### config.mk
export PLATFORM = sky130hd
export DESIGN_NAME = pitaya_top
export DESIGN_NICKNAME = d
export VERILOG_FILES = /design/src/pitaya_pkg.sv /design/src/adc_format.sv /design/src/pdm_gen.sv /design/src/exp_gpio.sv /design/src/hk_regs.sv /design/src/pitaya_top.sv
export SDC_FILE = /design/constraint.sdc
export NUM_CORES = 1
export LEC_CHECK = 0
export ABC_AREA = 0
export CAP_MARGIN = 5
export CORE_AREA = 2 2 205 106
export DETAILED_ROUTE_END_ITERATION = 10
export DIE_AREA = 0 0 207 108
export DONT_BUFFER_PORTS = 1
export HOLD_SLACK_MARGIN = 0.12
export MAX_ROUTING_LAYER = met4
export PLACE_DENSITY = 0.81
export REMOVE_ABC_BUFFERS = 1
export SYNTH_ARGS = -nofsm -noshare
export SYNTH_HDL_FRONTEND = slang
export SYNTH_HIERARCHICAL = 1
export SYNTH_SLANG_ARGS = --single-unit
### constraint.sdc
create_clock -name adc_clk_01 -period 4.51 [get_ports adc_clk_01]
set_input_delay 0 -clock adc_clk_01 [delete_from_list [all_inputs] [get_ports adc_clk_01]]
set_output_delay 0 -clock adc_clk_01 [all_outputs]
set_load 0.01 [all_outputs]
### src/pitaya_pkg.sv
////////////////////////////////////////
// widths, types and register map shared
// by the fast-ADC board top level
////////////////////////////////////////
`default_nettype none

package pitaya_pkg;

  ////////////////////////////////////////
  // widths and channel counts
  ////////////////////////////////////////
  localparam int ADC_DW = 14;  // converter resolution
  localparam int ADC_CH = 4;
  localparam int PDM_CH = 4;   // slow analog outputs
  localparam int PDM_DW = 8;
  localparam int EXP_W  = 11;  // pins per expansion bank
  localparam int BUS_AW = 20;
  localparam int BUS_DW = 32;

  typedef logic        [ADC_DW-1:0] adc_raw_t;     // unsigned, negative slope
  typedef logic signed [ADC_DW-1:0] adc_sample_t;  // two's complement
  typedef logic        [PDM_DW-1:0] pdm_level_t;
  typedef logic        [EXP_W-1:0]  exp_bank_t;
  typedef logic        [BUS_AW-1:0] bus_addr_t;
  typedef logic        [BUS_DW-1:0] bus_data_t;

  ////////////////////////////////////////
  // housekeeping register map, byte offsets
  ////////////////////////////////////////
  localparam bus_addr_t REG_ID        = 20'h00;  // read only
  localparam bus_addr_t REG_EXP_P_DIR = 20'h10;
  localparam bus_addr_t REG_EXP_N_DIR = 20'h14;
  localparam bus_addr_t REG_EXP_P_OUT = 20'h18;
  localparam bus_addr_t REG_EXP_N_OUT = 20'h1C;
  localparam bus_addr_t REG_EXP_P_IN  = 20'h20;  // read only
  localparam bus_addr_t REG_EXP_N_IN  = 20'h24;  // read only
  localparam bus_addr_t REG_PDM_BASE  = 20'h30;  // channel k at +4k

  // board identification word
  localparam bus_data_t HK_ID = 32'h0000_4ADC;

endpackage : pitaya_pkg

`default_nettype wire

### src/adc_format.sv
////////////////////////////////////////
// raw ADC code to two's complement, two
// register stages, one sample per clock
////////////////////////////////////////
`timescale 1ns/1ps
`default_nettype none

module adc_format
  import pitaya_pkg::*;
#(
  parameter int N_CH = 4  // number of converter channels
)(
  input  wire                        adc_clk_01,
  input  wire                        rst_i,
  input  wire adc_raw_t [N_CH-1:0]   adc_raw_i,   // straight from the pads
  output adc_sample_t   [N_CH-1:0]   adc_dat_o    // two cycles later
);

  adc_sample_t [N_CH-1:0] fmt;    // combinational conversion
  adc_sample_t [N_CH-1:0] fmt_r;  // first pipeline stage

  // converter delivers an unsigned code falling with input voltage
  // sign bit stays, magnitude bits flip -> two's complement
  always_comb begin
    for (int ch = 0; ch < N_CH; ch++) begin
      fmt[ch] = {adc_raw_i[ch][ADC_DW-1], ~adc_raw_i[ch][ADC_DW-2:0]};
    end
  end

  ////////////////////////////////////////
  // capture pipeline
  ////////////////////////////////////////

  always_ff @(posedge adc_clk_01) begin
    if (rst_i) begin
      fmt_r     <= '0;
      adc_dat_o <= '0;
    end else begin
      fmt_r     <= fmt;    // stage 1, edge n
      adc_dat_o <= fmt_r;  // stage 2, edge n+1
    end
  end

endmodule : adc_format

`default_nettype wire

### src/pdm_gen.sv
////////////////////////////////////////
// first-order pulse-density modulators,
// one accumulator per analog output pin
////////////////////////////////////////
`timescale 1ns/1ps
`default_nettype none

module pdm_gen
  import pitaya_pkg::*;
#(
  parameter int N_CH = 4,    // output channels
  parameter int RNG  = 255   // full-scale level, one period in clocks
)(
  input  wire                         adc_clk_01,
  input  wire                         rst_i,
  input  wire pdm_level_t [N_CH-1:0]  pdm_cfg_i,  // levels from register block
  output logic            [N_CH-1:0]  pdm_o       // to the RC filters
);

  // holds acc + level, worst case 2*RNG-1
  localparam int AW = $clog2(2 * RNG);

  logic [N_CH-1:0][AW-1:0] acc_r;  // residue, always below RNG
  logic [N_CH-1:0][AW-1:0] sum;
  logic [N_CH-1:0]         wrap;   // sum reached full scale

  always_comb begin
    for (int ch = 0; ch < N_CH; ch++) begin
      sum[ch]  = acc_r[ch] + AW'(pdm_cfg_i[ch]);
      wrap[ch] = (sum[ch] >= AW'(RNG));
    end
  end

  ////////////////////////////////////////
  // accumulators and output bits
  ////////////////////////////////////////

  // over any RNG clocks the residue can drift by less than RNG,
  // so the count of wraps is exactly the level
  always_ff @(posedge adc_clk_01) begin
    if (rst_i) begin
      acc_r <= '0;
      pdm_o <= '0;
    end else begin
      for (int ch = 0; ch < N_CH; ch++) begin
        if (wrap[ch]) begin
          acc_r[ch] <= sum[ch] - AW'(RNG);  // give back one full scale
        end else begin
          acc_r[ch] <= sum[ch];
        end
        pdm_o[ch] <= wrap[ch];  // one pulse per wrap
      end
    end
  end

endmodule : pdm_gen

`default_nettype wire

### src/exp_gpio.sv
////////////////////////////////////////
// expansion connector p/n banks, output
// gating and input synchronizers
////////////////////////////////////////
`timescale 1ns/1ps
`default_nettype none

module exp_gpio
  import pitaya_pkg::*;
#(
  parameter int W = 11  // pins used per bank
)(
  input  wire            adc_clk_01,
  input  wire            rst_i,
  input  wire exp_bank_t exp_p_in_i,   // pad inputs, asynchronous
  input  wire exp_bank_t exp_n_in_i,
  input  wire exp_bank_t p_dir_i,      // 1 = pin drives
  input  wire exp_bank_t n_dir_i,
  input  wire exp_bank_t p_out_i,
  input  wire exp_bank_t n_out_i,
  output exp_bank_t      exp_p_out_o,
  output exp_bank_t      exp_n_out_o,
  output exp_bank_t      exp_p_oe_o,
  output exp_bank_t      exp_n_oe_o,
  output exp_bank_t      p_in_sync_o,  // readback, two flops late
  output exp_bank_t      n_in_sync_o
);

  exp_bank_t p_meta_r, n_meta_r;  // first synchronizer stage

  // data only on driven pins, low on inputs
  always_comb begin
    exp_p_out_o = '0;
    exp_n_out_o = '0;
    for (int b = 0; b < W; b++) begin
      exp_p_out_o[b] = p_dir_i[b] & p_out_i[b];
      exp_n_out_o[b] = n_dir_i[b] & n_out_i[b];
    end
  end

  assign exp_p_oe_o = p_dir_i;  // direction is the pad enable
  assign exp_n_oe_o = n_dir_i;

  always_ff @(posedge adc_clk_01) begin
    if (rst_i) begin
      p_meta_r    <= '0;
      n_meta_r    <= '0;
      p_in_sync_o <= '0;
      n_in_sync_o <= '0;
    end else begin
      p_meta_r    <= exp_p_in_i;
      n_meta_r    <= exp_n_in_i;
      p_in_sync_o <= p_meta_r;  // settled copy
      n_in_sync_o <= n_meta_r;
    end
  end

endmodule : exp_gpio

`default_nettype wire

### src/hk_regs.sv
////////////////////////////////////////
// housekeeping registers behind a single
// req/ack bus slave, GPIO and PDM config
////////////////////////////////////////
`timescale 1ns/1ps
`default_nettype none

module hk_regs
  import pitaya_pkg::*;
(
  input  wire                          adc_clk_01,
  input  wire                          rst_i,
  // system bus, four-phase handshake
  input  wire                          bus_req_i,
  input  wire                          bus_wen_i,
  input  wire bus_addr_t               bus_addr_i,
  input  wire bus_data_t               bus_wdata_i,
  output logic                         bus_ack_o,
  output bus_data_t                    bus_rdata_o,
  output logic                         bus_err_o,
  // expansion connector
  input  wire exp_bank_t               p_in_sync_i,
  input  wire exp_bank_t               n_in_sync_i,
  output exp_bank_t                    p_dir_o,
  output exp_bank_t                    n_dir_o,
  output exp_bank_t                    p_out_o,
  output exp_bank_t                    n_out_o,
  // analog output levels
  output pdm_level_t [PDM_CH-1:0]      pdm_cfg_o
);

  logic              acc_go;   // new access starts
  logic [PDM_CH-1:0] pdm_sel;  // one-hot PDM level decode
  bus_data_t         rd_data;
  logic              rd_err;   // offset not mapped

  // req high while ack still low is a fresh request,
  // ack high blocks anything else until req has dropped
  assign acc_go = bus_req_i & ~bus_ack_o;

  always_comb begin
    for (int k = 0; k < PDM_CH; k++) begin
      pdm_sel[k] = (bus_addr_i == REG_PDM_BASE + bus_addr_t'(4 * k));
    end
  end

  ////////////////////////////////////////
  // read decode
  ////////////////////////////////////////

  always_comb begin
    rd_data = '0;
    rd_err  = 1'b0;
    case (bus_addr_i)
      REG_ID:        rd_data = HK_ID;
      REG_EXP_P_DIR: rd_data = {{(BUS_DW-EXP_W){1'b0}}, p_dir_o};
      REG_EXP_N_DIR: rd_data = {{(BUS_DW-EXP_W){1'b0}}, n_dir_o};
      REG_EXP_P_OUT: rd_data = {{(BUS_DW-EXP_W){1'b0}}, p_out_o};
      REG_EXP_N_OUT: rd_data = {{(BUS_DW-EXP_W){1'b0}}, n_out_o};
      REG_EXP_P_IN:  rd_data = {{(BUS_DW-EXP_W){1'b0}}, p_in_sync_i};
      REG_EXP_N_IN:  rd_data = {{(BUS_DW-EXP_W){1'b0}}, n_in_sync_i};
      default: begin
        rd_err = ~|pdm_sel;  // only the PDM window is left
        for (int k = 0; k < PDM_CH; k++) begin
          if (pdm_sel[k]) begin
            rd_data = {{(BUS_DW-PDM_DW){1'b0}}, pdm_cfg_o[k]};
          end
        end
      end
    endcase
  end

  ////////////////////////////////////////
  // write side
  ////////////////////////////////////////

  always_ff @(posedge adc_clk_01) begin
    if (rst_i) begin
      p_dir_o   <= '0;
      n_dir_o   <= '0;
      p_out_o   <= '0;
      n_out_o   <= '0;
      pdm_cfg_o <= '0;
    end else if (acc_go && bus_wen_i) begin
      case (bus_addr_i)
        REG_EXP_P_DIR: p_dir_o <= bus_wdata_i[EXP_W-1:0];
        REG_EXP_N_DIR: n_dir_o <= bus_wdata_i[EXP_W-1:0];
        REG_EXP_P_OUT: p_out_o <= bus_wdata_i[EXP_W-1:0];
        REG_EXP_N_OUT: n_out_o <= bus_wdata_i[EXP_W-1:0];
        default: ;  // ID, IN banks and holes keep their value
      endcase
      for (int k = 0; k < PDM_CH; k++) begin
        if (pdm_sel[k]) begin
          pdm_cfg_o[k] <= bus_wdata_i[PDM_DW-1:0];  // seen by pdm_gen next edge
        end
      end
    end
  end

  ////////////////////////////////////////
  // handshake
  ////////////////////////////////////////

  always_ff @(posedge adc_clk_01) begin
    if (rst_i) begin
      bus_ack_o   <= 1'b0;
      bus_err_o   <= 1'b0;
      bus_rdata_o <= '0;
    end else if (acc_go) begin
      bus_ack_o   <= 1'b1;     // one cycle after req seen high
      bus_rdata_o <= rd_data;
      bus_err_o   <= rd_err;
    end else if (!bus_req_i && bus_ack_o) begin
      bus_ack_o <= 1'b0;       // master released req
      bus_err_o <= 1'b0;
    end
  end

endmodule : hk_regs

`default_nettype wire

### src/pitaya_top.sv
////////////////////////////////////////
// board top, ADC formatting, PDM outputs,
// expansion GPIO and housekeeping slave
////////////////////////////////////////
`timescale 1ns/1ps
`default_nettype none

module pitaya_top
  import pitaya_pkg::*;
#(
  parameter int PDM_RNG = 255  // PDM full scale
)(
  input  wire                          adc_clk_01,
  input  wire                          rst_i,
  // ADC
  input  wire adc_raw_t [ADC_CH-1:0]   adc_raw_i,
  output wire adc_sample_t [ADC_CH-1:0] adc_dat_o,
  // slow analog outputs
  output wire [PDM_CH-1:0]             dac_pdm_o,
  // expansion connector, pad tristate split outside
  input  wire exp_bank_t               exp_p_in_i,
  input  wire exp_bank_t               exp_n_in_i,
  output wire exp_bank_t               exp_p_out_o,
  output wire exp_bank_t               exp_n_out_o,
  output wire exp_bank_t               exp_p_oe_o,
  output wire exp_bank_t               exp_n_oe_o,
  // system bus
  input  wire                          bus_req_i,
  input  wire                          bus_wen_i,
  input  wire bus_addr_t               bus_addr_i,
  input  wire bus_data_t               bus_wdata_i,
  output wire                          bus_ack_o,
  output wire bus_data_t               bus_rdata_o,
  output wire                          bus_err_o
);

  pdm_level_t [PDM_CH-1:0] pdm_cfg;
  exp_bank_t               p_dir, n_dir;          // drive enables
  exp_bank_t               p_out, n_out;
  exp_bank_t               p_in_sync, n_in_sync;  // synchronized readback

  adc_format #(.N_CH (ADC_CH)) i_adc_format (
    .adc_clk_01 (adc_clk_01),
    .rst_i      (rst_i     ),
    .adc_raw_i  (adc_raw_i ),
    .adc_dat_o  (adc_dat_o )
  );

  pdm_gen #(.N_CH (PDM_CH), .RNG (PDM_RNG)) i_pdm_gen (
    .adc_clk_01 (adc_clk_01),
    .rst_i      (rst_i     ),
    .pdm_cfg_i  (pdm_cfg   ),
    .pdm_o      (dac_pdm_o )
  );

  exp_gpio #(.W (EXP_W)) i_exp_gpio (
    .adc_clk_01  (adc_clk_01 ),
    .rst_i       (rst_i      ),
    .exp_p_in_i  (exp_p_in_i ),
    .exp_n_in_i  (exp_n_in_i ),
    .p_dir_i     (p_dir      ),
    .n_dir_i     (n_dir      ),
    .p_out_i     (p_out      ),
    .n_out_i     (n_out      ),
    .exp_p_out_o (exp_p_out_o),
    .exp_n_out_o (exp_n_out_o),
    .exp_p_oe_o  (exp_p_oe_o ),
    .exp_n_oe_o  (exp_n_oe_o ),
    .p_in_sync_o (p_in_sync  ),
    .n_in_sync_o (n_in_sync  )
  );

  hk_regs i_hk_regs (
    .adc_clk_01  (adc_clk_01 ),
    .rst_i       (rst_i      ),
    .bus_req_i   (bus_req_i  ),
    .bus_wen_i   (bus_wen_i  ),
    .bus_addr_i  (bus_addr_i ),
    .bus_wdata_i (bus_wdata_i),
    .bus_ack_o   (bus_ack_o  ),
    .bus_rdata_o (bus_rdata_o),
    .bus_err_o   (bus_err_o  ),
    .p_in_sync_i (p_in_sync  ),
    .n_in_sync_i (n_in_sync  ),
    .p_dir_o     (p_dir      ),
    .n_dir_o     (n_dir      ),
    .p_out_o     (p_out      ),
    .n_out_o     (n_out      ),
    .pdm_cfg_o   (pdm_cfg    )
  );

endmodule : pitaya_top

`default_nettype wire

==> summary.txt, run 1 <==
Yosys
  • Synth Warn #: 6
  • Async set-reset flop share out of synthesis: 0%
  • Syn Area/Cell: roughly 9.3 um^2
  • Post-synthesis adder-cell area fraction: around 4.6%
  • Ys flop type: dfxtp_1
  • Simple-gate share of the synthesized area: between 20% and 30%
  • Post-synth EDFFs: 0
  • Mapped cell area: 12930 um^2
  • Mux share of post-synthesis cell area: a little over 6%
  • Main combinational cell family by area after synthesis: simple AND/OR/NAND/NOR gates
  • Post-synth top area share: about 44%
  • Synth area leaders: dfxtp_1 (44%), nor2b_1 (5.9%), nor2_1 (4.2%)
  • Synth Instances: 1391
  • Synth Area in Compound Gates: between 10% and 20%
  • Yosys top cell by area: dfxtp_1
  • Synth Area in XOR/XNOR: approximately 1.0%
  • Top-count cell post-synth: dfxtp_1
  • Seq/Total Area, Yosys: between 40% and 50%
  • Register bit total from synthesis: about 290
  • Distinct cells, synth: 93
  • Post-synth top cells: dfxtp_1 (286), nor2_1 (143), nand2_1 (131)

CTS
  • Hold buffers post-CTS: between 300 and 400
  • Root buf cell: clkbuf_16
  • Setup bufs post-CTS: 0
  • # H-tree levels: 1
  • Cts bufs inserted: 24
  • Num Clock Sinks: 286
  • CTS Buffer Depth: 3
  • CTS resizes: 0

Floorplanning
  • Die Ht: between 100 and 150 um
  • Die W: 207 um
  • Initial core utilization: between 60% and 70%
  • I/O pin count: roughly 270
  • Cell row count: 37

Status
  • Fail Step: clock tree synthesis
  • Stop err: [ERROR RSZ-0060] Max buffer count reached.
  • Status: stopped before the end

Place
  • IO Port Bufs: 0
  • Post-DP HPWL: approximately 23 mm
  • GPL Wtd Cong: ~1
  • Placed cells: 1577
  • DP Area: between 10000 and 15000 um^2
==> through the flow <==
step / util (%) / setup WS [ns]
global placement: 62.58 / 0.7016
detailed placement: 62.58 / 0.5475
floorplan: - / 1.040
==> cell families after synthesis <==
kind of cell / Yosys count
AO/OA/AOI/OAI: 251
adder cells (fa/ha/maj): 45
AND/OR/NAND/NOR: 592
flip-flops: 286
buffers and inverters: 128
multiplexers: 73
XOR/XNOR: 15
other: 1
==> run 2: changes to the inputs <==
Settings changed: CORE_AREA 2 2 205 106 to 2 2 183 185, DIE_AREA 0 0 207 108 to 0 0 185 187, HOLD_SLACK_MARGIN 0.12 to not set, MAX_ROUTING_LAYER met4 to not set, PLACE_DENSITY 0.81 to not set, PLACE_DENSITY_LB_ADDON set to 0.15.
==> run 2 against run 1 <==
  * The flow now finishes, with violations (hold timing)
  * Synthesized cell count unchanged
  * Synthesized area unchanged
==> summary.txt, run 2 <==
Setup path
  • Required time worst endpoint: between 4 and 5 ns
  • Worst R2R End: i_pdm_gen/acc_r[9]$_SDFF_PP0_
  • Crit path kind: in -> reg
  • Reg2reg setup slack: between 0.6 and 0.7 ns
  • Reg2Reg Depth: 13
  • Worst R2R Start: i_hk_regs/pdm_cfg_o[8]$_SDFFE_PP0P_
  • Element type at the critical path start: input port
  • Worst EP arrival: about 5.0 ns
  • Worst-path fanout max: 20
  • CP endpoint kind: flip-flop

Power
  • Leakage power: between 6 and 7 nW
  • Peak VDD IR: about 0.0003 V
  • Final Power: between 5 and 6 mW
  • Power Dens Cells: approximately 370 nW/um^2

CTS
  • CTS Buffer Depth: 3 (unchanged)
  • Root buf cell: clkbuf_16
  • Cts bufs inserted: 34 (+42%)
  • Setup bufs post-CTS: 0 (unchanged)
  • Num Clock Sinks: 286 (unchanged)
  • Skew-Pair Late Insertion Delay: roughly 0.55 ns
  • CTS resizes: 0 (unchanged)
  • # H-tree levels: 2 (+1)
  • CTS tree: built
  • Reg clk slew, reported paths: roughly 0.05 ns
  • Hold buffers post-CTS: 159 (-51%)

Drt
  • TritonRoute pass-1 iters: 5
  • Vias per inst: 5.262
  • Post-Route WL: around 37 mm
  • Routed Antenna Nets: 0
  • Wire length per cell: 18.53 um
  • # DRC: 0
  • DRT iter0 DRCs: 695
  • Vias after detailed routing: 10393

Global route
  • Largest net degree at the start of global routing: about 230
  • Initial antenna violation count: 2
  • Vias in the first global route: around 10000
  • Gr ovfl total: 0
  • Gr usage total: just over 20%
  • First-pass GRT wire length: about 57 mm

STA
  • Final min period: roughly 4.5 ns
  • Slew HR: between 10% and 20%
  • FMAX: between 200 and 250 MHz
  • Worst Tran Pin Value: 1.240 ns
  • Final Hold Vio Count: 12
  • Clk_skew: 0.02791 ns
  • Fin worst setup slack: just under 0.04 ns
  • RSZ-0062 raised after global routing: no
  • Final setup violation count: 0
  • Fin crit share: 99.15%
  • Worst hold margin: -0.09995 ns
  • Setup TNS: 0 ns
  • Max Slew Vio Count: 0

Flow run
  • Max_cap viols: 0

Yosys
  • Synth area leaders: dfxtp_1 (44%), nor2b_1 (5.9%), nor2_1 (4.2%)
  • Register bit total from synthesis: 286 (unchanged)
  • Post-synth top cells: dfxtp_1 (286), nor2_1 (143), nand2_1 (131)
  • Synth Instances: 1391 (unchanged)
  • Async set-reset flop share out of synthesis: 0% (unchanged)
  • Synth Warn #: 6 (unchanged)
  • Mapped cell area: 12930 um^2 (unchanged)
  • Yosys top cell by area: dfxtp_1
  • Seq/Total Area, Yosys: 44.27% (unchanged)
  • Ys flop type: dfxtp_1
  • Top-count cell post-synth: dfxtp_1
  • Syn Area/Cell: 9.298 um^2 (unchanged)
  • Post-synth EDFFs: 0 (unchanged)
  • Distinct cells, synth: 93 (unchanged)
  • Post-synth top area share: 44.27% (unchanged)

Cells and area
  • Fin cells: 1975
  • Post-route cell area: 15800 um^2
  • Final net count: 1680
  • Finished Core Util: around half
  • P&R area growth vs syn: 22.17%
  • Layout cells sized above 1: under 10%
  • Largest regs: i_adc_format/adc_dat_o: 56 flops, i_adc_format/fmt_r: 56 flops, i_pdm_gen/acc_r: 36 flops
  • Leading cell types in the layout, fill and taps excluded: dfxtp_1 (286), dlygate4sd3_1 (158), nor2_1 (143)
  • Most common cell after layout, fill and taps aside: dfxtp_1

Place
  • Post-DP HPWL: 23.29 mm (+1.0%)
  • DP Area: 12980 um^2 (+1.8%)
  • IO Port Bufs: 0 (unchanged)
  • Placed cells: 1754 (+11%)
  • GPL Wtd Cong: 0.8494 (-14%)
  • Setup slack at placement: 0.6651 ns (+0.1177 ns)

Floorplanning
  • Core area: around 33000 um^2
  • Cell row count: 67 (+81%)
  • Die Ht: 187 um (+73%)
  • Die area: between 30000 and 40000 um^2
  • I/O pin count: 272 (unchanged)
  • Die W: 185 um (-11%)
  • Initial core utilization: 39.36% (-24 points)

Worst hold path
  • Min-Delay Path Depth: 2
  • Worst Hold Class: in -> reg
  • Hold Startpoint: rst_i
  • Hold endpoint: i_adc_format/adc_dat_o[36]$_SDFF_PP0_

Status
  • Status: finished with violations
  • Violated checks: hold timing
==> run 2: kinds of logic after synthesis <==
logic type                 synth area share [%]
muxes                                     6.104
adders and majority gates                 4.585
xor gates and xnor gates                  1.016
buffers and inverters                     5.504
other                                   0.02899
DFF                                       44.27
AOI/OAI and AO/OA                         13.62
and+or+nand+nor                           24.87
==> run 2: layout make-up <==
| class | count | area, um^2 |
|---|---|---|
| clock buffers | 44 | 968.4 |
| flip-flops and latches | 286 | 5725 |
| diodes | 2 | 5.005 |
| repair buffers | 169 | 1684 |
| inverters | 15 | 56.30 |
| multi-input cells | 995 | 6564 |
| well taps | 448 | 560.5 |
| clock inverters | 16 | 237.7 |
| fillers | 3079 | 17060 |
==> run 2: routing by layer <==
| layer | GRT usage [%] | vias up | routed length [um] | part of all wire, % |
|---|---|---|---|---|
| met1 | 27.23 | 4911 | 16290 | 45 |
| met2 | 32.90 | 348 | 16560 | 45 |
| li1 | - | 5070 | - | - |
| met5 | 0 | - | 13 | 0.036 |
| met4 | 6.777 | 2 | 1004 | 2.7 |
| met3 | 5.218 | 62 | 2721 | 7.4 |
==> run 2: worst max path at each step <==
stage	start	end	depth (start not counted)
after floorplan	i_hk_regs/pdm_cfg_o[8]$_SDFFE_PP0P_	i_pdm_gen/acc_r[9]$_SDFF_PP0_	13
after global placement	i_hk_regs/pdm_cfg_o[8]$_SDFFE_PP0P_	i_pdm_gen/acc_r[9]$_SDFF_PP0_	13
after detailed placement	i_hk_regs/pdm_cfg_o[8]$_SDFFE_PP0P_	i_pdm_gen/acc_r[9]$_SDFF_PP0_	13
after CTS	bus_addr_i[2]	i_hk_regs/bus_rdata_o[6]$_SDFFE_PP0P_	9
after global routing	bus_addr_i[2]	i_hk_regs/bus_rdata_o[6]$_SDFFE_PP0P_	9
final	bus_addr_i[2]	i_hk_regs/bus_rdata_o[6]$_SDFFE_PP0P_	9
==> run 2: worst max-delay path: stages <==
cell and delay [ns]:
dlygate4sd3_1 0.99, nor4_2 0.83, nand3_1 0.58, o32ai_1 0.46
dlygate4sd3_1 0.60, a21oi_1 0.04, dlygate4sd3_1 0.57, a211oi_1 0.26
dlygate4sd3_1 0.60
==> run 2: where the power goes <==
part	switching (mW)	internal (mW)
logic	0.182	0.175
clock network	1.15	1.72
registers	0.0418	2.61
total	1.37	4.50
(Power assumes the default switching activity.)
